$ cat config.mk
export PLATFORM = sky130hd
export DESIGN_NAME = scroll_regs
export DESIGN_NICKNAME = d
export VERILOG_FILES = /design/src/hdl/regs_pkg.sv /design/src/hdl/scroll_regs.sv
export SDC_FILE = /design/constraint.sdc
export NUM_CORES = 1
export LEC_CHECK = 0
export BUFFER_PORTS_ARGS = -buffer_cell sky130_fd_sc_hd__buf_4
export CAP_MARGIN = 0
export CORE_ASPECT_RATIO = 0.9
export CORE_UTILIZATION = 46
export CTS_BUF_LIST = sky130_fd_sc_hd__clkbuf_8
export CTS_CLUSTER_SIZE = 20
export DETAILED_ROUTE_END_ITERATION = 6
export PLACE_DENSITY = 0.72
export SLEW_MARGIN = 20
export SYNTH_ARGS = -nofsm -noshare
export SYNTH_HDL_FRONTEND = slang
export SYNTH_SLANG_ARGS = --single-unit
$ cat constraint.sdc
create_clock -name clk -period 5.4 [get_ports clk]
set_input_delay 0.27 -clock clk [delete_from_list [all_inputs] [get_ports clk]]
set_output_delay 0.27 -clock clk [all_outputs]
set_load 0.1 [all_outputs]
$ cat src/hdl/regs_pkg.sv
// register map of the scroll layer cpu port
// apb with a 4-bit byte address, registers are 16 bits wide
// status is read only, a write there is flagged with pslverr
package regs_pkg;

    localparam int apb_aw = 4;    // byte address bits
    localparam int reg_w  = 16;   // register and bus data width

    // byte offsets
    localparam logic [apb_aw-1:0] reg_pages  = 4'd0;
    localparam logic [apb_aw-1:0] reg_hscr   = 4'd4;
    localparam logic [apb_aw-1:0] reg_vscr   = 4'd8;
    localparam logic [apb_aw-1:0] reg_status = 4'd12;

    // status fields
    localparam int status_busy_bit = 0;

endpackage

$ cat src/hdl/scroll_regs.sv
`timescale 1ns/1ps
// apb slave for the scroll layer, zero wait states
// live registers are written in the access phase and copied to the
// shadow outputs on line_start, so a write only shows on the next line
// read data is combinational and only valid during access
module scroll_regs
    import regs_pkg::*;
(
    input  logic              clk,
    input  logic              rst,
    input  logic              psel,
    input  logic              penable,
    input  logic              pwrite,
    input  logic [apb_aw-1:0] paddr,
    input  logic [reg_w-1:0]  pwdata,
    output logic [reg_w-1:0]  prdata,
    output logic              pready,
    output logic              pslverr,
    input  logic              line_start,
    input  logic              busy,
    output logic [reg_w-1:0]  pages_q,
    output logic [reg_w-1:0]  hscr_q,
    output logic [reg_w-1:0]  vscr_q
);

    logic [reg_w-1:0] pages_r;  // live copies
    logic [reg_w-1:0] hscr_r;
    logic [reg_w-1:0] vscr_r;
    logic [reg_w-1:0] status_w;
    logic             access;
    logic             mapped;

    assign access = psel & penable;
    assign mapped = (paddr == reg_pages) || (paddr == reg_hscr) ||
                    (paddr == reg_vscr) || (paddr == reg_status);
    assign pready = 1'b1;  // never stalls

    // bad offset, or a write to the read-only status
    assign pslverr = access & (~mapped | (pwrite & (paddr == reg_status)));

    always_comb begin
        status_w = '0;
        status_w[status_busy_bit] = busy;
    end

    always_comb begin
        prdata = '0;
        if (access && !pwrite) begin
            case (paddr)
                reg_pages:  prdata = pages_r;
                reg_hscr:   prdata = hscr_r;
                reg_vscr:   prdata = vscr_r;
                reg_status: prdata = status_w;
                default:    prdata = '0;  // unmapped reads as zero
            endcase
        end
    end

    always_ff @(posedge clk or posedge rst) begin
        if (rst) begin
            pages_r <= '0;
            hscr_r  <= '0;
            vscr_r  <= '0;
        end else if (access && pwrite) begin
            case (paddr)
                reg_pages: pages_r <= pwdata;
                reg_hscr:  hscr_r  <= pwdata;
                reg_vscr:  vscr_r  <= pwdata;
                default: ;  // status and holes ignore writes
            endcase
        end
    end

    // shadow copy, taken once per line
    always_ff @(posedge clk or posedge rst) begin
        if (rst) begin
            pages_q <= '0;
            hscr_q  <= '0;
            vscr_q  <= '0;
        end else if (line_start) begin
            pages_q <= pages_r;
            hscr_q  <= hscr_r;
            vscr_q  <= vscr_r;
        end
    end

    // access phase must follow a setup phase with psel held
    a_penable_psel: assert property (@(posedge clk) disable iff (rst)
        $rose(penable) |-> psel)
        else $error("penable rose without psel");

endmodule

==> flow_summary.toml <==
[outcome]
outcome = "finished, final reports clean"

[setup_path]
rr_endpoint = "hscr_r[2]"
startpoint_type = "input pin"
end_kind = "primary output"
critPathArrivalTime_ps = 1920
endpoint = "prdata[5]"
crit_path_start = "paddr[3]"
worstPathRequired_ps = 5130
rr_startpoint = "hscr_r[2]"
worst-r2r-setup-slack_ps = 4580
crit_type = "in2out"
reg2regPathDepth = 1
critPathMaxFanout = 16

[yosys]
ys_ff_latch = 96
ys_warn_count = 0
synth_fp_nets = 292
synth_cell_types = 24
synth_area_um2 = 4020
synthCells = 265
synth.avg_cell_area_um2 = 15.2
yosysSeqAreaShare = 0.598

[sta]
holdWs_ps = 146
setup_slack_ps = 3210
skew_ps = 7.68
final.setup.tns_ps = 0
worstMarginPinSlew_ps = 843
max_freq_mhz = 457
period_share = 0.405
drv_slew = 0
rsz0062_at_grt = "no"
period_minus_slack_ps = 2190
hold_violations = 0
setup_viol = 0
relSlewSlack = 0.438

[place]
placed_cells = 455
hpwlAfterDp_um = 5530
io_buffers = 91
post-place-ws_ps = 3140
place.gp.congestion = 0.732

[cts]
cts_resized = 0
cts_root_buf = "clkbuf_8"
cts_tree = "built"
numCtsBuffers = 9
path_clk_slew_ps = 90
cts_setup_buffers = 0
cts_buffer_depth = 2
clkSinkCount = 96
cts_max_level = 3
clk_latency_ps = 350
holdBufCountCts = 1

[floorplanning]
start_util = 0.486
core_um2 = 8260
std_cell_rows = 31
die_w_um = 100
die_y_um = 90.6
die-area_um2 = 9110
io_pins = 93

[layout]
drive_above_1_share = 0.557
num-nets-final = 379
diodes = 0
final_util = 0.603
syn_to_final_growth_pct = 24.2
final_cells = 472
fillCellCount = 681

[grt]
antenna_found_initial = 0
grt_pass1_vias = 2514
grt_pass1_wl_um = 13300
grt_max_degree = 50
track_usage = 0.194
grt_overflow = 0

[drt]
num_vias = 2493
first_pass_iters = 6
routed_wl_um = 8270
drc_errors = 0
drt_iter0_drc = 142
viasPerCell = 5.28
ant_nets = 0
post_drt_wl_per_cell_um = 17.5

[pwr]
p_per_area_nw_per_um2 = 422
p_leak_nw = 2.50
peakVddDrop_mv = 0.194

[hold_path]
min_path_type = "in2reg"

[run]
max_cap_violations = 0
logic make-up after synthesis:
kind of cell | count (synthesis) | synth area share
and+or+nand+nor | 28 | 0.0424
buffers and inverters | 18 | 0.0262
other | 1 | 0.000934
AOI/OAI and AO/OA | 16 | 0.0349
muxes | 106 | 0.297
DFF | 96 | 0.598
per-stage QoR:
step,cell area (um2),total power [mW]
global placement,4750,1.60
global route,4980,2.19
CTS,4980,2.12
detailed placement,4750,1.61
finish,4980,2.10
floorplan,4020,1.45
state kept, by name, indices dropped and copies added, names as in the netlist:
name     flops
vscr_r      16
pages_q     16
hscr_r      16
vscr_q      16
hscr_q      16
pages_r     16
critical path, cell delays in order:
cell,delay [ps]
buf_4,220
nor2b_2,730
a222oi_1,250
nor2_1,130
buf_4,300
where the power goes:
part / total, mW / internal, mW / leakage, nW / switching [mW]
Combinational: 0.702 / 0.181 / 1.11 / 0.521
Clock: 0.512 / 0.272 / 0.115 / 0.240
Sequential: 0.890 / 0.822 / 1.28 / 0.0685
Total: 2.10 / 1.27 / 2.50 / 0.830
layer usage:
metal  share of wire  wire, um  up-vias  global-route usage
met5               0         0        -                   0
met4          0.0080        66        0              0.0507
met3           0.060       496        5              0.0573
met2            0.48      3960       84               0.297
met1            0.45      3750     1266               0.271
li1                -         -     1138                   -
cell usage in the layout (no fill, tap or decap):
master and instances:
buf_4 92, nand3_4 2, a2bb2oi_1 8, a21oi_1 2
a222oi_1 6, inv_6 1, dfrtp_1 96, nand3_1 1
clkbuf_8 10, mux2i_1 9, conb_1 1, nor4_4 1
or2_2 1, inv_1 2, nor2b_2 1, nor2_1 15
inv_4 1, and2_1 1, dlygate4sd3_1 1, mux2_2 86
and3_1 1, nand2_1 2, nor2b_1 2, bufinv_16 2
or4_1 1, mux2_1 10, mux4_2 1, clkinvlp_4 1
synthesized netlist by cell type, drive strengths merged:
| cell type | count | area, um2 |
|---|---|---|
| a21oi | 2 | 10.0 |
| a222oi | 6 | 60.1 |
| a2bb2oi | 8 | 70.1 |
| and2 | 1 | 6.26 |
| and3 | 1 | 6.26 |
| buf | 11 | 78.8 |
| clkbuf | 6 | 22.5 |
| conb | 1 | 3.75 |
| dfrtp | 96 | 2400 |
| inv | 1 | 3.75 |
| mux2 | 96 | 1080 |
| mux2i | 9 | 90.1 |
| mux4 | 1 | 22.5 |
| nand2 | 2 | 7.51 |
| nand3 | 3 | 40.0 |
| nor2 | 15 | 56.3 |
| nor2b | 3 | 18.8 |
| nor4 | 1 | 21.3 |
| or2 | 1 | 6.26 |
| or4 | 1 | 7.51 |
layout make-up:
cell class,instances,area (um2),area share
multi-input combinational,151,1510,0.303
clock buffer,10,138,0.0276
clock inverter,6,83.8,0.0168
timing repair buffer,93,701,0.141
tap,115,144,0.0289
sequential,96,2400,0.482
inverter,1,6.26,0.00126
worst min path at each step:
stage	from	slack, ps	depth (start not counted)	to
after floorplan	pwdata[0]	400	1	hscr_r[0]
after global placement	rst	380	2	pages_q[3]
after detailed placement	rst	390	2	pages_q[3]
after CTS	pwdata[8]	130	2	hscr_r[8]
after global routing	pwdata[2]	120	2	hscr_r[2]
final	pwdata[4]	150	2	hscr_r[4]
No activity file was read; power rests on OpenSTA's default activity.
