[config.mk]
export PLATFORM = sky130hd
export DESIGN_NAME = scroll_decode
export DESIGN_NICKNAME = d
export VERILOG_FILES = /design/src/hdl/regs_pkg.sv /design/src/hdl/video_pkg.sv /design/src/hdl/scroll_decode.sv
export SDC_FILE = /design/constraint.sdc
export NUM_CORES = 1
export LEC_CHECK = 0
export BUFFER_PORTS_ARGS = -buffer_cell sky130_fd_sc_hd__buf_2
export CORE_UTILIZATION = 39
export DETAILED_ROUTE_END_ITERATION = 16
export PLACE_DENSITY = 0.9
export SLEW_MARGIN = 20
export SYNTH_ARGS = -nofsm -noshare
export SYNTH_HDL_FRONTEND = slang
export SYNTH_SLANG_ARGS = --single-unit
[constraint.sdc]
create_clock -name vclk -period 8.15
set_input_delay 1.63 -clock vclk [all_inputs]
set_output_delay 1.63 -clock vclk [all_outputs]
set_load 0.05 [all_outputs]
[src/hdl/regs_pkg.sv]
// register map of the scroll layer cpu port
// apb with a 4-bit byte address, registers are 16 bits wide
// status is read only, a write there is flagged with pslverr
package regs_pkg;

    localparam int apb_aw = 4;    // byte address bits
    localparam int reg_w  = 16;   // register and bus data width

    // byte offsets
    localparam logic [apb_aw-1:0] reg_pages  = 4'd0;
    localparam logic [apb_aw-1:0] reg_hscr   = 4'd4;
    localparam logic [apb_aw-1:0] reg_vscr   = 4'd8;
    localparam logic [apb_aw-1:0] reg_status = 4'd12;

    // status fields
    localparam int status_busy_bit = 0;

endpackage

[src/hdl/video_pkg.sv]
// geometry shared by the tile scroll layer
// tiles are 8x8 pixels with 3 bit planes, map pages are 64x32 tiles
// map rom is word addressed, tile rom holds 32-bit rows (planes in bytes 0..2)
// the line coordinate width also bounds the rendered line length
package video_pkg;

    // screen coordinates, vrender and hdump
    localparam int pos_w = 9;

    // tile size as a shift, 8 pixels per side
    localparam int tile_sh = 3;

    // map rom: 3-bit page, 5-bit tile row, 6-bit tile column
    localparam int map_addr_w = 14;
    localparam int map_dw     = 16;   // map word width

    // tile rom: bank, code, tile row, one zero bit
    localparam int code_w      = 12;
    localparam int tile_addr_w = 1 + code_w + tile_sh + 1;
    localparam int tile_dw     = 32;  // one row, three planes plus a spare byte

    // pixel = attribute, then colour bits 2..0
    localparam int attr_w = 8;
    localparam int pxl_w  = attr_w + tile_sh;

endpackage

[src/hdl/scroll_decode.sv]
`timescale 1ns/1ps
// screen position to map address, purely combinational
// h wraps at 1024 and v at 512; bit 9 of h and bit 8 of v pick
// the quadrant, which selects one 3-bit page field of the pages word
// only the low bits of hscr and vscr are used
module scroll_decode
    import video_pkg::*;
    import regs_pkg::*;
(
    input  logic [pos_w-1:0]      col,
    input  logic [pos_w-1:0]      line,
    input  logic [reg_w-1:0]      pages_q,
    input  logic [reg_w-1:0]      hscr_q,
    input  logic [reg_w-1:0]      vscr_q,
    output logic [map_addr_w-1:0] map_addr_next,
    output logic [tile_sh-1:0]    tile_row,
    output logic [tile_sh-1:0]    tile_col
);

    logic [pos_w:0]   h;     // 10 bits, wraps at 1024
    logic [pos_w-1:0] v;     // 9 bits, wraps at 512
    logic [2:0]       page;

    always_comb begin
        h = {1'b0, col} + hscr_q[pos_w:0];
        v = line + vscr_q[pos_w-1:0];
        // v[8] set means bottom half, h[9] set means right half
        case ({v[pos_w-1], h[pos_w]})
            2'b00:   page = pages_q[14:12];  // top-left
            2'b01:   page = pages_q[10:8];   // top-right
            2'b10:   page = pages_q[6:4];    // bottom-left
            default: page = pages_q[2:0];    // bottom-right
        endcase
    end

    // page, tile row within page, tile column within page
    assign map_addr_next = {page, v[7:tile_sh], h[8:tile_sh]};
    assign tile_row      = v[tile_sh-1:0];
    assign tile_col      = h[tile_sh-1:0];  // first pixel inside the tile

endmodule

==> results.md, run 1 <==
* Status: finished clean
* Critical path's most frequent cell: buf_2
* Commonest non-fill, non-tap cells in the layout: buf_2, ha_1, xnor2_1, mux2i_1, a21oi_1
* # resized after CTS at 0
* Clock buffers at 0
* CP Class: in -> out
* Crit-path cells: buf_2, ha_1, fa_1, a21o_1, a21oi_1, o21ai_0, a31oi_1, xnor2_1, mux2i_1, buf_2
* Die height at 46.7 µm
* FF+latch area at 0 µm²
* Routability cong. at 0.747
* Vias in the first global route at 799
* Largest net degree at the start of global routing at 7
* Total chip power at around 170 µW
* GRT overflow at 0
* Avg Synthesized Cell Area at 8.38 µm²
* # diodes at 0
* Required @ worst endpoint at about 6.5 ns
* Drt wl/cell at 11.4 µm
* First-pass DRT Iterations at 4
* Rows at 15
* Critical path endpoint category: primary output
* # Post-CTS Setup Buffers at 0
* Syn_nets at between 150 and 200
* Top cells by area, synth: ha_1, mux2i_1, xnor2_1
* VDD IR max at approximately 0.088 mV
* 1st-iter DRT viols at 14
* Routed WL at 2120 µm
* Overall routing resource usage at 18.6%
* Worst hold path type: in -> out
* P_leak at between 0.0006 and 0.0007 µW
* Post-synth top area cell: ha_1
* Cells after Synth at between 90 and 100
* Initial antenna violation count at 0
* Most common cell after layout, fill and taps aside: buf_2
* Yosys warnings at 0
* Final hold viol count at 0
* Die width at 46.7 µm
* Tcrit/Tclk final at about two thirds
* Worst setup SP type: input port
* Finish-stage setup viols at 0
* DP HPWL at roughly 2000 µm
* Number of fill cells at 174
* Synth top area share at 27.3%
* Via density at a little under 5
* Hold buffers post-CTS at 0
* Max stage delay on crit path at about 0.4 ns
* Fin crit period at 5.53 ns
* Max cap viols at 0
* Layout Area Growth over Synthesis at 48.3%
* Detailed-route DRC error count at 0
* Initial Utilization at 43.3%
* Fin Setup TNS at 0 ns
* Seq_cells at 0
* Crit-path max FO at 3
* Post-DRT Antenna Nets at 0
* IO Pins at 86
* P per Cell Area at around 140 mW/mm²
* Crit path DAT at 3.90 ns
* Yosys cell types at 26
* Nets at between 200 and 250
* Via count at ~900
* Share of layout cells above drive strength 1 at 45.1%
* Slew @ Worst Pin at ~0.42 ns
* Area of the mapped netlist at 779 µm²
* First-pass GRT wire length at 3030 µm
* Register area share after synthesis at 0%
* Slew headroom at 71.9%
* I/O Buffers at 69
* Critical Path Slowest Stage Cell: fa_1
* Die ar. at 0.00218 mm²
* Worst hold path depth at 3
* RSZ-0062 raised after global routing: no
* Core ar. at roughly 0.0018 mm²
* Final Max Slew Viols at 0
* Fmax at 0.181 GHz
synth_stat cells:
cell type  instances
ha_1              17
or3_2              1
and3_1             1
o21ai_0            7
o21bai_1           1
a21o_1             3
a21boi_0           1
a21oi_1            8
and4_1             1
nor2_1             3
xor2_1             4
inv_1              7
fa_1               2
nand2b_1           1
nor2b_1            4
xor2_4             1
xnor2_1           10
nand2_1            3
nor3_1             2
a211oi_1           1
o21ai_1            1
o211ai_4           1
mux2i_1            9
a31oi_1            1
nand2_2            1
o21a_1             2
final timing paths:
check       from           endpoint  slack, ns
min    hscr_q[0]        tile_col[0]       3.70
max      line[0]  map_addr_next[11]       2.62
report_power, final:
group          switching [µW]  total, µW  internal (µW)  leakage [µW]
sequential                  0          0              0             0
combinational             114        166           51.8      0.000655
clock                       0          0              0             0
stage by stage:
| step | utilization, % | hold WS [ns] | setup WS (ns) | instances | instance area [µm²] |
|---|---|---|---|---|---|
| after floorplan | - | 3.63 | 2.48 | 93 | 779 |
| after global placement | 64.2 | 3.68 | 2.67 | 187 | 1160 |
| after detailed placement | 64.2 | 3.69 | 2.60 | 187 | 1160 |
| after CTS | 64.2 | 3.70 | 2.60 | 187 | 1160 |
| after global routing | 64.2 | 3.71 | 2.48 | 187 | 1160 |
| final | 64.2 | 3.70 | 2.62 | 187 | 1160 |
cell type report:
class / instances / area (µm²) / area share [%]
multi-input cells: 86 / 753 / 65.2
repair buffers: 69 / 345 / 29.9
well taps: 25 / 31.3 / 2.71
inverters: 7 / 26.3 / 2.27
worst max-delay path: cells and delay by family:
family | cells | cell delay (ns)
fa+ha+maj | 2 | 0.61
buf+inv | 2 | 0.39
mux | 1 | 0.23
compound gates | 4 | 0.78
xor+xnor | 1 | 0.26
metal layers:
layer / GRT usage (%) / vias up / part of all wire, %
met5: 0 / - / 0
met4: 0 / 0 / 0
met1: 20.2 / 396 / 38
met3: 1.18 / 0 / 5.7
met2: 40.0 / 42 / 56
li1: - / 472 / -
kinds of logic after synthesis:
kind of cell	after synthesis	share of synthesized area, %
compound gates	26	21.5
fa+ha+maj	19	32.4
simple gates	17	11.9
xor+xnor	15	19.3
mux	9	11.6
buf+inv	7	3.37
No activity file was read; power rests on OpenSTA's default activity.
==> run 2: changes to the inputs <==
- CORE_UTILIZATION: 39 -> 36
- PLACE_DENSITY: 0.9 -> 0.84
- clock period: 8.15 -> 5.3 ns (I/O delays scaled with it)
==> results.md, run 2 (same netlist as run 1, synthesis figures left out) <==
* Status: finished clean
* Core ar. at 0.00200 mm² (+11%)
* Hold buffers post-CTS at 0 (unchanged)
* Critical path endpoint category: primary output
* CP Class: in -> out
* GRT overflow at 0 (unchanged)
* # Post-CTS Setup Buffers at 0 (unchanged)
* RSZ-0062 raised after global routing: no
* Max cap viols at 0 (unchanged)
* Worst Setup SP: line[0]
* Initial antenna violation count at 0 (unchanged)
* Seq_cells at 0 (unchanged)
* # diodes at 0 (unchanged)
* VDD IR max at 0.120 mV (+36%)
* Worst hold path depth at 3 (unchanged)
* Post-DRT Antenna Nets at 0 (unchanged)
* P per Cell Area at 219 mW/mm² (+53%)
* I/O Buffers at 69 (unchanged)
* CP endpoint: map_addr_next[13]
* Crit path DAT at 3.36 ns (-0.54 ns)
* Finished Layout Cells at 189 (+1.1%)
* Die height at 48.5 µm (+3.9%)
* First-pass DRT Iterations at 4 (unchanged)
* Fin crit period at 4.42 ns
* Overall routing resource usage at 18.1% (-0.43 points)
* Placed Cells at 189 (+1.1%)
* Commonest non-fill, non-tap cells in the layout: buf_2, ha_1, xnor2_1, mux2i_1, a21oi_1
* Detailed-route DRC error count at 0 (unchanged)
* Die width at 48.5 µm (+3.9%)
* Nets at 249 (unchanged)
* Via count at 915 (+0.55%)
* Drt wl/cell at 10.8 µm (-4.5%)
* Clock buffers at 0 (unchanged)
* Slew @ Worst Pin at 0.428 ns (+0.00944 ns)
* Fmax at 0.226 GHz
* FF+latch area at 0 µm² (unchanged)
* Final hold viol count at 0 (unchanged)
* 1st-iter DRT viols at 7 (-7)
* Vias in the first global route at 929 (+16%)
* Share of layout cells above drive strength 1 at 45.1% (unchanged)
* Routed WL at 2050 µm (-3.4%)
* Final Cell Area at 0.00116 mm² (+0.22%)
* Slew headroom at 71.3% (-0.63 points)
* Most common cell after layout, fill and taps aside: buf_2
* Via density at 4.84 (-0.51%)
* Tcrit/Tclk final at 83.4%
* Routability cong. at 0.895 (+20%)
* Crit-path max FO at 3 (unchanged)
* First-pass GRT wire length at 3590 µm (+18%)
* Post-DP Area at 0.00116 mm² (+0.22%)
* Worst setup SP type: input port
* Finish-stage setup viols at 0 (unchanged)
* Die ar. at 0.00236 mm² (+8.0%)
* # resized after CTS at 0 (unchanged)
* Required @ worst endpoint at 4.24 ns (-2.28 ns)
* DP HPWL at 1900 µm (-4.1%)
* P_leak at 0.000655 µW (unchanged)
* Worst hold path type: in -> out
* Fin Setup TNS at 0 ns (unchanged)
* IO Pins at 86 (unchanged)
* Final Max Slew Viols at 0 (unchanged)
* Largest net degree at the start of global routing at 7 (unchanged)
* Initial Utilization at 38.9% (-4.3 points)
* Layout Area Growth over Synthesis at 48.6%
* Rows at 16 (+1)
## run 2: layer usage
layer	vias up	wire, µm	track usage, %
li1	475	-	-
met1	407	804	17.7
met2	33	1150	41.3
met3	0	94	1.89
met4	0	0	0
met5	-	0	0
## run 2: worst min path at each step
stage,from,to,slack (ns)
global route,vscr_q[0],tile_row[0],2.58
detailed placement,hscr_q[0],tile_col[0],2.55
CTS,hscr_q[0],tile_col[0],2.56
floorplan,hscr_q[0],tile_col[0],2.49
finish,hscr_q[0],tile_col[0],2.55
global placement,hscr_q[0],tile_col[0],2.54
## run 2: stage by stage
stage               hold slack [ns]  util, %  worst slack (ns)  total power (µW)
finish                         2.55     57.9             0.880               254
detailed placement             2.55     57.9             0.869               255
global route                   2.58     57.9             0.645               271
global placement               2.54     57.9             0.946               249
floorplan                      2.49        -             0.775               196
CTS                            2.56     57.9             0.859               255
## run 2: cell type report
type                            count  area, µm²
Inverter                            7       26.3
Tap cell                           27       33.8
Fill cell                         207        843
Timing Repair Buffer               69        345
Multi-Input combinational cell     86        753
## run 2: power by group
group          leakage (µW)  switching, µW  internal (µW)
clock                     0              0              0
combinational      0.000655            174           79.7
sequential                0              0              0
total              0.000655            174           79.7
## run 2: critical path: stages
cell and delay (ns):
buf_2 0.10, ha_1 0.22, fa_1 0.41, a21o_1 0.18
a21oi_1 0.25, o21ai_0 0.14, a31oi_1 0.22, xnor2_1 0.26
mux2i_1 0.24, buf_2 0.28
