===== src/hdl/video_pkg.sv =====
// geometry shared by the tile scroll layer
// tiles are 8x8 pixels with 3 bit planes, map pages are 64x32 tiles
// map rom is word addressed, tile rom holds 32-bit rows (planes in bytes 0..2)
// the line coordinate width also bounds the rendered line length
package video_pkg;

    // screen coordinates, vrender and hdump
    localparam int pos_w = 9;

    // tile size as a shift, 8 pixels per side
    localparam int tile_sh = 3;

    // map rom: 3-bit page, 5-bit tile row, 6-bit tile column
    localparam int map_addr_w = 14;
    localparam int map_dw     = 16;   // map word width

    // tile rom: bank, code, tile row, one zero bit
    localparam int code_w      = 12;
    localparam int tile_addr_w = 1 + code_w + tile_sh + 1;
    localparam int tile_dw     = 32;  // one row, three planes plus a spare byte

    // pixel = attribute, then colour bits 2..0
    localparam int attr_w = 8;
    localparam int pxl_w  = attr_w + tile_sh;

endpackage


===== src/hdl/tile_fetch.sv =====
`timescale 1ns/1ps
// renders one line into the line buffer after each lhbl fall
// each tile takes one map read and one tile read, then a pixel per clk
// rom latency only stretches the line
// busy stays high until the last column is written
// and that write lands one clk later
// a new lhbl fall while busy drops the current line and restarts
module tile_fetch
    import video_pkg::*;
#(
    parameter int line_w = 256,
    parameter int buf_aw = 9
) (
    input  logic                   clk,
    input  logic                   rst,
    input  logic                   lhbl,
    input  logic [pos_w-1:0]       vrender,
    output logic                   line_start,
    output logic [pos_w-1:0]       line,
    output logic                   busy,
    output logic [pos_w-1:0]       col,
    input  logic [map_addr_w-1:0]  map_addr_next,
    input  logic [tile_sh-1:0]     tile_row,
    input  logic [tile_sh-1:0]     tile_col,
    output logic                   map_req,
    output logic [map_addr_w-1:0]  map_addr,
    input  logic                   map_ok,
    input  logic [map_dw-1:0]      map_data,
    output logic                   tile_req,
    output logic [tile_addr_w-1:0] tile_addr,
    input  logic                   tile_ok,
    input  logic [tile_dw-1:0]     tile_data,
    output logic                   wr_en,
    output logic [buf_aw-1:0]      wr_addr,
    output logic [pxl_w-1:0]       wr_data
);

    typedef enum logic [1:0] {st_idle, st_map, st_tile, st_shift} state_t;

    state_t             state;
    logic               lhbl_l;
    logic               fall;
    logic               last_col;
    logic               issue_map;
    logic               map_done;
    logic               tile_done;
    logic [tile_sh-1:0] px;        // column inside current tile
    logic [attr_w-1:0]  attr;
    logic [7:0]         pl0;       // bit planes with the leftmost pixel at bit 7
    logic [7:0]         pl1;
    logic [7:0]         pl2;

    assign fall     = lhbl_l & ~lhbl;
    assign last_col = col == pos_w'(line_w - 1);

    // wait out the line_start cycle while the shadows update
    assign issue_map = (state == st_map) && !map_req && !line_start;
    assign map_done  = map_req & map_ok;
    assign tile_done = tile_req & tile_ok;

    always_ff @(posedge clk or posedge rst) begin
        if (rst) begin
            state      <= st_idle;
            lhbl_l     <= 1'b0;
            line_start <= 1'b0;
            busy       <= 1'b0;
            col        <= '0;
            px         <= '0;
            map_req    <= 1'b0;
            tile_req   <= 1'b0;
            wr_en      <= 1'b0;
        end else begin
            lhbl_l     <= lhbl;
            line_start <= fall;
            wr_en      <= 1'b0;
            if (fall) begin  // also the abort path
                state    <= st_map;
                busy     <= 1'b1;
                col      <= '0;
                map_req  <= 1'b0;
                tile_req <= 1'b0;
            end else begin
                case (state)
                    st_map: begin
                        if (issue_map) begin
                            map_req <= 1'b1;
                        end else if (map_done) begin
                            map_req  <= 1'b0;
                            tile_req <= 1'b1;  // tile address latched with it
                            state    <= st_tile;
                        end
                    end
                    st_tile: begin
                        if (tile_done) begin
                            tile_req <= 1'b0;
                            px       <= tile_col;  // mid-tile start on first tile
                            state    <= st_shift;
                        end
                    end
                    st_shift: begin
                        wr_en <= 1'b1;
                        col   <= col + 1'b1;
                        px    <= px + 1'b1;
                        if (last_col) begin
                            state <= st_idle;
                            busy  <= 1'b0;
                        end else if (&px) begin
                            state <= st_map;  // next tile
                        end
                    end
                    default: ;
                endcase
            end
        end
    end

    // datapath registers
    always_ff @(posedge clk) begin
        if (fall)
            line <= vrender;
        if (issue_map)
            map_addr <= map_addr_next;
        if (map_done) begin
            attr      <= map_data[12:5];
            tile_addr <= {map_data[13], map_data[code_w-1:0], tile_row, 1'b0};
        end
        if (tile_done) begin
            // drop the pixels left of the start column
            pl0 <= tile_data[7:0] << tile_col;
            pl1 <= tile_data[15:8] << tile_col;
            pl2 <= tile_data[23:16] << tile_col;
        end else if (state == st_shift) begin
            pl0 <= pl0 << 1;
            pl1 <= pl1 << 1;
            pl2 <= pl2 << 1;
        end
        if (state == st_shift) begin
            wr_addr <= buf_aw'(col);
            wr_data <= {attr, pl2[7], pl1[7], pl0[7]};
        end
    end

    // rom address held until ok
    a_map_stable: assert property (@(posedge clk) disable iff (rst)
        map_req && !map_ok |=> $stable(map_addr))
        else $error("map_addr changed while waiting for map_ok");

    a_tile_stable: assert property (@(posedge clk) disable iff (rst)
        tile_req && !tile_ok |=> $stable(tile_addr))
        else $error("tile_addr changed while waiting for tile_ok");

    a_wr_range: assert property (@(posedge clk) disable iff (rst)
        wr_en |-> int'(wr_addr) < line_w)
        else $error("write past the end of the line");

endmodule


===== config.mk =====
export PLATFORM = sky130hd
export DESIGN_NAME = tile_fetch
export DESIGN_NICKNAME = d
export VERILOG_FILES = /design/src/hdl/video_pkg.sv /design/src/hdl/tile_fetch.sv
export SDC_FILE = /design/constraint.sdc
export NUM_CORES = 1
export LEC_CHECK = 0
export BUFFER_PORTS_ARGS = -buffer_cell sky130_fd_sc_hd__buf_2
export CORE_MARGIN = 5
export CORE_UTILIZATION = 45
export CTS_CLUSTER_SIZE = 20
export DETAILED_ROUTE_END_ITERATION = 6
export HOLD_SLACK_MARGIN = 0.02
export PLACE_DENSITY_LB_ADDON = 0.05
export SLEW_MARGIN = 20
export SYNTH_ARGS = -nofsm -noshare
export SYNTH_HDL_FRONTEND = slang
export SYNTH_SLANG_ARGS = --single-unit

===== constraint.sdc =====
create_clock -name clk -period 3.6 [get_ports clk]
set_clock_uncertainty 0.1 [all_clocks]
set_input_delay 0.72 -clock clk [delete_from_list [all_inputs] [get_ports clk]]
set_output_delay 0.72 -clock clk [all_outputs]
set_load 0.05 [all_outputs]

==> metrics.md, run 1 <==
| Metric | Value |
|---|---|
| Synthesis-to-finish area growth | `21.4%` |
| Post-synth EDFFs | `84` |
| Number of CTS-inserted buffers | `9` |
| Post-synth top area cell | `edfxtp_1` |
| Worst setup SP type | `input port` |
| Area contributors post-synth | `edfxtp_1 56%, dfrtp_1 11%, mux4_2 4.0%` |
| Hold Buf Count CTS | `0` |
| Syn Area/Cell | `14.6 µm²` |
| Share of the synthesized area in the top cell type | `56.0%` |
| WP buf/inv | `1` |
| Fmax | `454 MHz` |
| Status | `complete, no violations` |
| R2R setup slack | `1.44 ns` |
| Worst hold path startpoint | `attr[7]$_DFFE_PP_` |
| Starting Density | `46.1%` |
| Max-slew violations | `0` |
| Slowest cell delay on critical path | `0.58 ns` |
| Die Area | `12,100 µm²` |
| Worst-margin pin slew | `0.808 ns` |
| H-Tree Depth | `3` |
| Routability congestion estimate | `0.814` |
| CP cell instances | `buf_2, mux4_2, nor2b_1, a221o_1` |
| Post-Synthesis Cells | `308` |
| Async S/R FF share, synth | `19.2%` |
| Final period utilization | `61.1%` |
| Clk root buf | `clkbuf_8` |
| Synthesized Nets | `394` |
| Setup Buffers After CTS | `0` |
| Final Hold Violating Endpoints | `0` |
| Worst hold path depth | `0` |
| Detailed Route WL | `9330 µm` |
| DRT Pass-1 Iters | `6` |
| Routed len/inst | `16.0 µm` |
| CTS Buffer Depth | `2` |
| DR DRC count | `0` |
| Max-slew headroom | `46.1%` |
| Leak pwr | `2.23 nW` |
| Layout cells sized above 1 | `41.6%` |
| # clock sinks | `104` |
| FF-to-FF path depth | `4` |
| Sequential area share after synthesis | `67.1%` |
| Die Height | `110 µm` |
| DR iter-0 viols | `128` |
| Hold Path Class | `reg -> reg` |
| Skew-Pair Late Insertion Delay | `0.36 ns` |
| Worst VDD drop | `307 µV` |
| Post_cts resized | `0` |
| Crit Path Max Fanout | `27` |
| CTS tree | `done` |
| Post-route setup TNS | `0 ns` |
| Largest net degree at the start of global routing | `38` |
| Core ar. | `9770 µm²` |
| Filler cell count | `844` |
| Pwr Density | `725 nW/µm²` |
| Ant diodes | `0` |
| Endpoints failing setup | `0` |
| Reg-to-Reg End | `px[1]$_DFFE_PP0P_` |
| Pre-CTS WS | `0.985 ns` |
| CP delay by family, top | `multiplexers` |
| Mapped cell area | `4500 µm²` |
| Netlist cell types | `46` |
| Clk pin slew, worst setup/hold paths | `0.10 ns` |
| Vias/cell | `5.10` |
| CP Class | `in -> reg` |
| Final WS setup | `1.40 ns` |
| Worst Setup SP | `tile_col[0]` |
| Antenna violations before repair | `0` |
| Worst Hold End | `wr_data[10]$_DFFE_PP_` |
| Antenna Nets Post-Route | `0` |
| Yosys reg bits | `104` |
| Max_cap viols | `0` |
| NumNets Final | `530` |
| Minimum clock period after layout | `2.20 ns` |
| Synthesis Warnings | `0` |
| Top_reg_cell synth | `edfxtp_1` |
| Worst EP required | `3.61 ns` |
| Die span in x | `110 µm` |
| I/O Buffers | `144` |
| Detailed-placement wirelength estimate | `6600 µm` |
| IO Pins | `156` |
| Via count | `2,966` |
| GRT Overall Usage | `15.8%` |
| CP max stage cell | `mux4_2` |
| RSZ-0062 raised after global routing | `no` |
| Setup crit end kind | `register` |
| Vias in the first global route | `2,889` |
| Num rows | `36` |
| GRT overflow | `0` |
| First-pass GRT wire length | `14,600 µm` |
| Critical Path AT | `2.21 ns` |
| R2R Path Start | `state[0]$_DFFE_PP0P_` |
==> registers in the layout, indices dropped and copies added, names as in the netlist, 2 cells and up <==
register,count
attr,8
col,9
line,9
map_addr,14
pl0,8
pl1,8
pl2,8
px,3
state,2
tile_addr,9
wr_addr,9
wr_data,11
==> area by class of cell <==
| cell class | instances | area (µm²) | share of cell area, % |
|---|---|---|---|
| Multi-Input combinational cell | 174 | 1300 | 23.8 |
| Clock buffer | 9 | 124 | 2.27 |
| Clock inverter | 7 | 77.6 | 1.42 |
| Tap cell | 133 | 166 | 3.04 |
| Timing Repair Buffer | 148 | 751 | 13.7 |
| Inverter | 7 | 26.3 | 0.481 |
| Sequential cell | 104 | 3020 | 55.3 |
==> cell usage after synthesis (3+ instances only) <==
cell	number
o41ai_1	5
clkbuf_1	3
nor3_1	3
and2b_1	4
mux2i_1	12
o22ai_1	4
nand2_1	25
buf_2	4
inv_1	5
and2_1	7
dfrtp_1	20
nand2b_1	4
mux2_2	12
nand3_1	3
edfxtp_1	84
nor2b_1	6
o22a_1	3
buf_4	11
a2111oi_0	4
o31ai_1	5
a21oi_1	9
nor2_1	12
ha_1	4
a211oi_1	3
or3_1	6
mux4_2	8
o21ai_0	15
a221o_1	3
==> cells by family (layout without fill, tap and decap cells) <==
| group | Yosys count | count (layout) | synth area share, % |
|---|---|---|---|
| multiplexers | 32 | 32 | 9.67 |
| AO/OA/AOI/OAI | 58 | 58 | 8.67 |
| other | 1 | 1 | 0.0833 |
| XOR/XNOR | 2 | 2 | 0.389 |
| flip-flops | 104 | 104 | 67.1 |
| buffers and inverters | 30 | 171 | 4.22 |
| AND/OR/NAND/NOR | 77 | 77 | 8.72 |
| adder cells (fa/ha/maj) | 4 | 4 | 1.11 |
==> per-stage QoR <==
step	cell area [µm²]	total power, mW	util (%)	instances	hold slack [ns]
global placement	5270	3.25	53.9	566	0.303
CTS	5470	4.01	55.9	582	0.332
finish	5470	3.96	55.9	582	0.328
detailed placement	5270	3.27	53.9	566	0.306
global route	5470	4.19	55.9	582	0.339
floorplan	4500	2.93	-	308	0.300
==> worst register-to-register path: stages, from the launching register on <==
cell	delay [ns]
dfrtp_1	0.59
nand2_1	0.21
inv_2	0.49
mux2_2	0.40
mux2_2	0.25
==> power breakdown <==
part	switching (mW)	internal (mW)	total, mW
logic	0.990	0.355	1.34
registers	0.142	1.74	1.88
clock network	0.409	0.329	0.738
==> worst max path at each step <==
stage | slack, ns | cells after the start | end
after floorplan | 0.76 | 1 | map_addr[0]$_DFFE_PP_
after global placement | 0.98 | 4 | pl2[4]$_DFFE_PP_
after detailed placement | 0.99 | 4 | pl2[4]$_DFFE_PP_
after CTS | 1.38 | 4 | pl0[4]$_DFFE_PP_
after global routing | 1.29 | 4 | px[1]$_DFFE_PP0P_
final | 1.40 | 4 | pl0[4]$_DFFE_PP_
==> layer usage <==
metal / GRT usage (%) / share of wire [%] / wire, µm
met2: 26.0 / 49 / 4610
met5: 0 / 0 / 0
met3: 3.44 / 6.9 / 646
met1: 20.6 / 42 / 3950
met4: 5.88 / 1.3 / 117
==> layout by cell type, fill, tap and decap left out, drive strengths merged, types with 2 or more instances in the layout <==
master and n:
a2111oi 4, a211oi 3, a21oi 10, a221o 3
a31oi 2, and2 7, and2b 4, buf 148
clkbuf 9, clkinv 2, clkinvlp 2, dfrtp 20
edfxtp 84, ha 4, inv 9, mux2 12
mux2i 12, mux4 8, nand2 25, nand2b 4
nand3 3, nand3b 2, nand4 2, nor2 12
nor2b 6, nor3 3, o21ai 16, o22a 3
o22ai 4, o31ai 5, o41ai 5, or3 6
xnor2 2
Note: power is estimated with default switching activity, not from simulation.
==> run 2: changes to the inputs <==
- clock period: 3.6 -> 2.1 ns (I/O delays scaled with it)
==> run 2 against run 1 <==
Effect of this change:
- first-iteration DRC count is 4.7% lower
- critical path depth stayed put
- cell area is 2.1% higher
- sequential power increased by 71%
- register-to-register slack got worse by 1.1 ns
- via count is 1.5% higher
- flip-flop and latch count unchanged
- hold slack worse by 0.24 ns
==> metrics.md, run 2 (synthesis results as in run 1) <==
| Metric | Value |
|---|---|
| Status | `complete, no violations` |
| Starting Density | `46.1%` |
| Largest net degree at the start of global routing | `28` |
| CTS tree | `done` |
| Max reg flops | `14` |
| Synthesis-to-finish area growth | `23.9%` |
| First-pass GRT wire length | `14,900 µm` |
| Pwr Density | `1220 nW/µm²` |
| # clock sinks | `104` |
| Slowest cell delay on critical path | `0.57 ns` |
| CP max stage cell | `dfrtp_1` |
| Via count | `3,010` |
| Antenna violations before repair | `0` |
| Post-route setup TNS | `0 ns` |
| FF-to-FF path depth | `4` |
| NumNets Final | `543` |
| Routability congestion estimate | `0.819` |
| Number of CTS-inserted buffers | `9` |
| Setup Buffers After CTS | `0` |
| Commonest non-fill, non-tap cells in the layout | `144 x buf_2, 84 x edfxtp_1, 24 x nand2_1` |
| Clk pin slew, worst setup/hold paths | `0.10 ns` |
| Die span in x | `110 µm` |
| Worst-margin pin slew | `0.607 ns` |
| Max_cap viols | `0` |
| Biggest regs | `map_addr x14, wr_data x11` |
| Final period utilization | `82.6%` |
| Num rows | `36` |
| Total power | `6.80 mW` |
| Antenna Nets Post-Route | `0` |
| Detailed-placement wirelength estimate | `6970 µm` |
| Final Hold Violating Endpoints | `0` |
| Crit-path most repeated cell | `mux2_2` |
| Routed len/inst | `16.1 µm` |
| IO Pins | `156` |
| CTS Buffer Depth | `2` |
| Detailed Route WL | `9580 µm` |
| CP Class | `reg -> reg` |
| Max-slew violations | `0` |
| Fmax | `577 MHz` |
| Leak pwr | `2.31 nW` |
| Vias/cell | `5.06` |
| Vias in the first global route | `2,994` |
| Endpoints failing setup | `0` |
| Hold Path Class | `in -> reg` |
| Layout cells sized above 1 | `43.5%` |
| Crit Path Max Fanout | `10` |
| Critical Path AT | `1.89 ns` |
| DR iter-0 viols | `122` |
| GRT Overall Usage | `16.2%` |
| Worst VDD drop | `517 µV` |
| Clk root buf | `clkbuf_8` |
| Ant diodes | `0` |
| DR DRC count | `0` |
| Setup crit end kind | `register` |
| Commonest non-fill, non-tap cell in the layout | `buf_2` |
| Worst setup SP type | `register` |
| WP buf/inv | `1` |
| I/O Buffers | `144` |
| Die Height | `110 µm` |
| Worst hold path depth | `1` |
| Max-slew headroom | `59.2%` |
| GRT overflow | `0` |
| Minimum clock period after layout | `1.73 ns` |
| Die Area | `12,100 µm²` |
| H-Tree Depth | `3` |
| RSZ-0062 raised after global routing | `no` |
| Cell count along the critical path | `4` |
| Core ar. | `9770 µm²` |
| Core Util, Final | `57.1%` |
| CP cell instances | `nand2_1, inv_2, mux2_2, mux2_2` |
| DRT Pass-1 Iters | `4` |
| CP delay by family, top | `multiplexers` |
| Worst EP required | `2.25 ns` |
| Largest reg by FF count | `map_addr` |
| Skew-Pair Late Insertion Delay | `0.37 ns` |
-- run 2: cell count changes in the layout (fill, tap and decap cells not counted), sizes merged --
cell | previous run | this run
clkinv | 2 | 5
bufinv | 1 | 0
dlygate4sd3 | 0 | 1
buf | 148 | 160
clkinvlp | 2 | 0
-- run 2: cell type report --
class                   count  area, µm²
inverters                   7       26.3
flip-flops and latches    104       3020
well taps                 133        166
repair buffers            161        876
clock inverters             7       53.8
clock buffers               9        124
fillers                   845       4200
multi-input cells         174       1310
-- run 2: what timing repair did --
item                                   in CTS  in global routing
resized for setup                           0                  0
endpoints found under the hold margin      20                  0
hold buffers                                1                  0
-- run 2: stage by stage --
step / cell area, µm² / hold slack, ns / instances / worst slack [ns]
2_1_floorplan: 4520 / 0.284 / 308 / 0.0967
3_3_place_gp: 5390 / 0.301 / 578 / 0.0553
3_5_place_dp: 5390 / 0.305 / 578 / 0.0422
4_1_cts: 5580 / 0.0624 / 595 / 0.362
5_1_grt: 5580 / 0.0656 / 595 / 0.233
6_report: 5580 / 0.0852 / 595 / 0.366
-- run 2: power by group --
group / internal [mW] / total, mW / switching [mW]
clock: 0.444 / 1.14 / 0.698
combinational: 0.711 / 2.45 / 1.74
sequential: 2.98 / 3.21 / 0.229
-- run 2: worst paths after layout --
kind	start	endpoint	slack (ns)
worst max-delay path	state[1]$_DFFE_PP0P_	px[1]$_DFFE_PP0P_	0.37
worst min-delay path	lhbl	lhbl_l$_DFF_PP0_	0.09
worst max register to register	state[1]$_DFFE_PP0P_	px[1]$_DFFE_PP0P_	0.37
worst min register to register	attr[7]$_DFFE_PP_	wr_data[10]$_DFFE_PP_	0.33
max in group asynchronous	rst	col[7]$_DFFE_PP0P_	1.16
min in group asynchronous	rst	lhbl_l$_DFF_PP0_	0.52
-- run 2: routing by layer --
metal  part of all wire, %  up-vias  global-route usage (%)
li1                      -     1468                       -
met1                    42     1436                    20.5
met2                    50       87                    27.3
met3                   5.5       19                    2.80
met4                   2.4        0                    7.48
met5                     0        -                       0
-- run 2: worst register-to-register path, delay by kind of cell (launching register included) --
kind	cells	cell delay [ns]
simple gates	1	0.24
buf+inv	1	0.14
mux	2	0.58
flops	1	0.57
==> run 3: changes to the inputs <==
- clock period: 2.1 -> 1.6 ns (I/O delays scaled with it)
==> run 3 against run 2 <==
Effect of this change:
- global-route usage up 2.0 points
- routed wire length up 8.3%
- combinational power up 44%
- hold slack better by 0.10 ns
- sequential share of layout area down 5.4 points
- cell count up 10%
- flip-flop and latch count unchanged
- die area unchanged
- critical path depth up 1
- register-to-register slack worse by 0.30 ns
==> metrics.md, run 3 (synthesis results as in run 1) <==
| Metric | Value |
|---|---|
| Routed wl met2 | `5250 µm` |
| Status | `complete, no violations` |
| Routed len/inst | `15.8 µm` |
| Hold Path Class | `in -> reg` |
| Ant diodes | `0` |
| RSZ-0062 raised after global routing | `no` |
| GRT Overall Usage | `18.2%` |
| CP Class | `in -> reg` |
| Wl on met1 | `4400 µm` |
| Max-slew violations | `0` |
| Num rows | `36` |
| Routability congestion estimate | `0.836` |
| Total power | `9.35 mW` |
| CTS tree | `done` |
| Worst EP required | `1.76 ns` |
| Final Hold Violating Endpoints | `0` |
| Biggest regs | `map_addr x14, wr_data x11` |
| Clk root buf | `clkbuf_8` |
| Critical Path AT | `1.71 ns` |
| Die Height | `110 µm` |
| I/O Buffers | `144` |
| Vias in the first global route | `3,344` |
| Worst VDD drop | `846 µV` |
| # clock sinks | `104` |
| Cell Area, Placed | `5590 µm²` |
| Pwr Density | `1500 nW/µm²` |
| Largest reg by FF count | `map_addr` |
| GRT overflow | `0` |
| Via count | `3,239` |
| Filler cell count | `749` |
| Layout cells sized above 1 | `44.3%` |
| Setup Buffers After CTS | `0` |
| Synthesis-to-finish area growth | `38.1%` |
| Final WS setup | `0.0534 ns` |
| Detailed-placement wirelength estimate | `7310 µm` |
| CTS Buffer Depth | `2` |
| Commonest non-fill, non-tap cell in the layout | `buf_2` |
| Skew-Pair Late Insertion Delay | `0.38 ns` |
| DRT Pass-1 Iters | `4` |
| Worst setup SP type | `input port` |
| Post-route setup TNS | `0 ns` |
| First-pass GRT wire length | `16,700 µm` |
| Pre-CTS WS | `-0.268 ns` |
| Die span in x | `110 µm` |
| Vias/cell | `4.95` |
| Layout Cell Area excl Fill | `6220 µm²` |
| Largest net degree at the start of global routing | `28` |
| Uppermost layer routed | `met4` |
| Routed wl met3 | `539 µm` |
| NumNets Final | `603` |
| Setup crit end kind | `register` |
| Final period utilization | `96.7%` |
| DR DRC count | `0` |
| Max reg flops | `14` |
| Number of CTS-inserted buffers | `9` |
| DR iter-0 viols | `199` |
| Leak pwr | `2.57 nW` |
| Worst-margin pin slew | `0.561 ns` |
| Fmax | `647 MHz` |
| Commonest non-fill, non-tap cells in the layout | `141 x buf_2, 84 x edfxtp_1, 42 x dlygate4sd3_1` |
| Max_cap viols | `0` |
| Max-slew headroom | `61.6%` |
| Antenna violations before repair | `0` |
| Die Area | `12,100 µm²` |
| Crit Path Max Fanout | `3` |
| IO Pins | `156` |
| Minimum clock period after layout | `1.55 ns` |
| Core Util, Final | `63.6%` |
| Detailed Route WL | `10,400 µm` |
| Endpoints failing setup | `0` |
| Core ar. | `9770 µm²` |
| H-Tree Depth | `3` |
| Starting Density | `46.1%` |
| Antenna Nets Post-Route | `0` |
| Clk pin slew, worst setup/hold paths | `0.10 ns` |
-- run 3: cell count changes in the layout (fill, tap and decap cells not counted), sizes merged --
cell / change
buf: +18
bufinv: +1
clkbuf: +1
clkinv: +1
clkinvlp: +1
dlygate4sd3: +41
inv: -3
-- run 3: layer usage --
metal	up-vias	global-route usage [%]
met5	-	0
met4	0	8.19
met3	13	3.09
met2	79	30.3
met1	1561	23.4
li1	1586	-
-- run 3: final timing paths --
path / startpoint / end / slack (ns) / depth (start not counted)
setup / recovery: lhbl / px[2]$_DFFE_PP0P_ / 0.05 / 5
hold / removal: tile_data[16] / pl2[0]$_SDFFCE_PN0P_ / 0.19 / 2
setup reg to reg: state[1]$_DFFE_PP0P_ / map_addr[4]$_DFFE_PP_ / 0.07 / 3
hold reg to reg: attr[7]$_DFFE_PP_ / wr_data[10]$_DFFE_PP_ / 0.33 / 0
max in group asynchronous: rst / col[4]$_DFFE_PP0P_ / 0.74 / 4
min in group asynchronous: rst / px[1]$_DFFE_PP0P_ / 0.42 / 4
-- run 3: final cells by class --
class / count / area [µm²] / area share [%]
multi-input cells: 174 / 1350 / 21.7
inverters: 7 / 33.8 / 0.543
clock inverters: 7 / 62.6 / 1.01
well taps: 133 / 166 / 2.68
flip-flops and latches: 104 / 3040 / 48.8
repair buffers: 221 / 1450 / 23.3
clock buffers: 9 / 124 / 1.99
-- run 3: critical path, stage by stage --
cell and delay, ns:
dlygate4sd3_1 0.52, buf_2 0.12, nor2b_2 0.05, or3_1 0.41, mux2_2 0.29
-- run 3: where the power goes --
part	total (mW)	internal (mW)	switching, mW
Sequential	4.24	3.92	0.313
Clock	1.60	0.708	0.888
Combinational	3.52	1.14	2.38
Total	9.35	5.77	3.58
-- run 3: timing repair --
action / in CTS / in global routing
setup endpoints to repair: 0 / 26
gates resized for setup: 0 / 10
hold buffers: 42 / 0
endpoints found under the hold margin: 61 / 0
-- run 3: metrics by stage --
stage	hold slack, ns	std cells
after global routing	0.183	655
after CTS	0.168	655
final	0.188	655
after floorplan	0.183	308
after global placement	0.267	597
after detailed placement	0.267	597
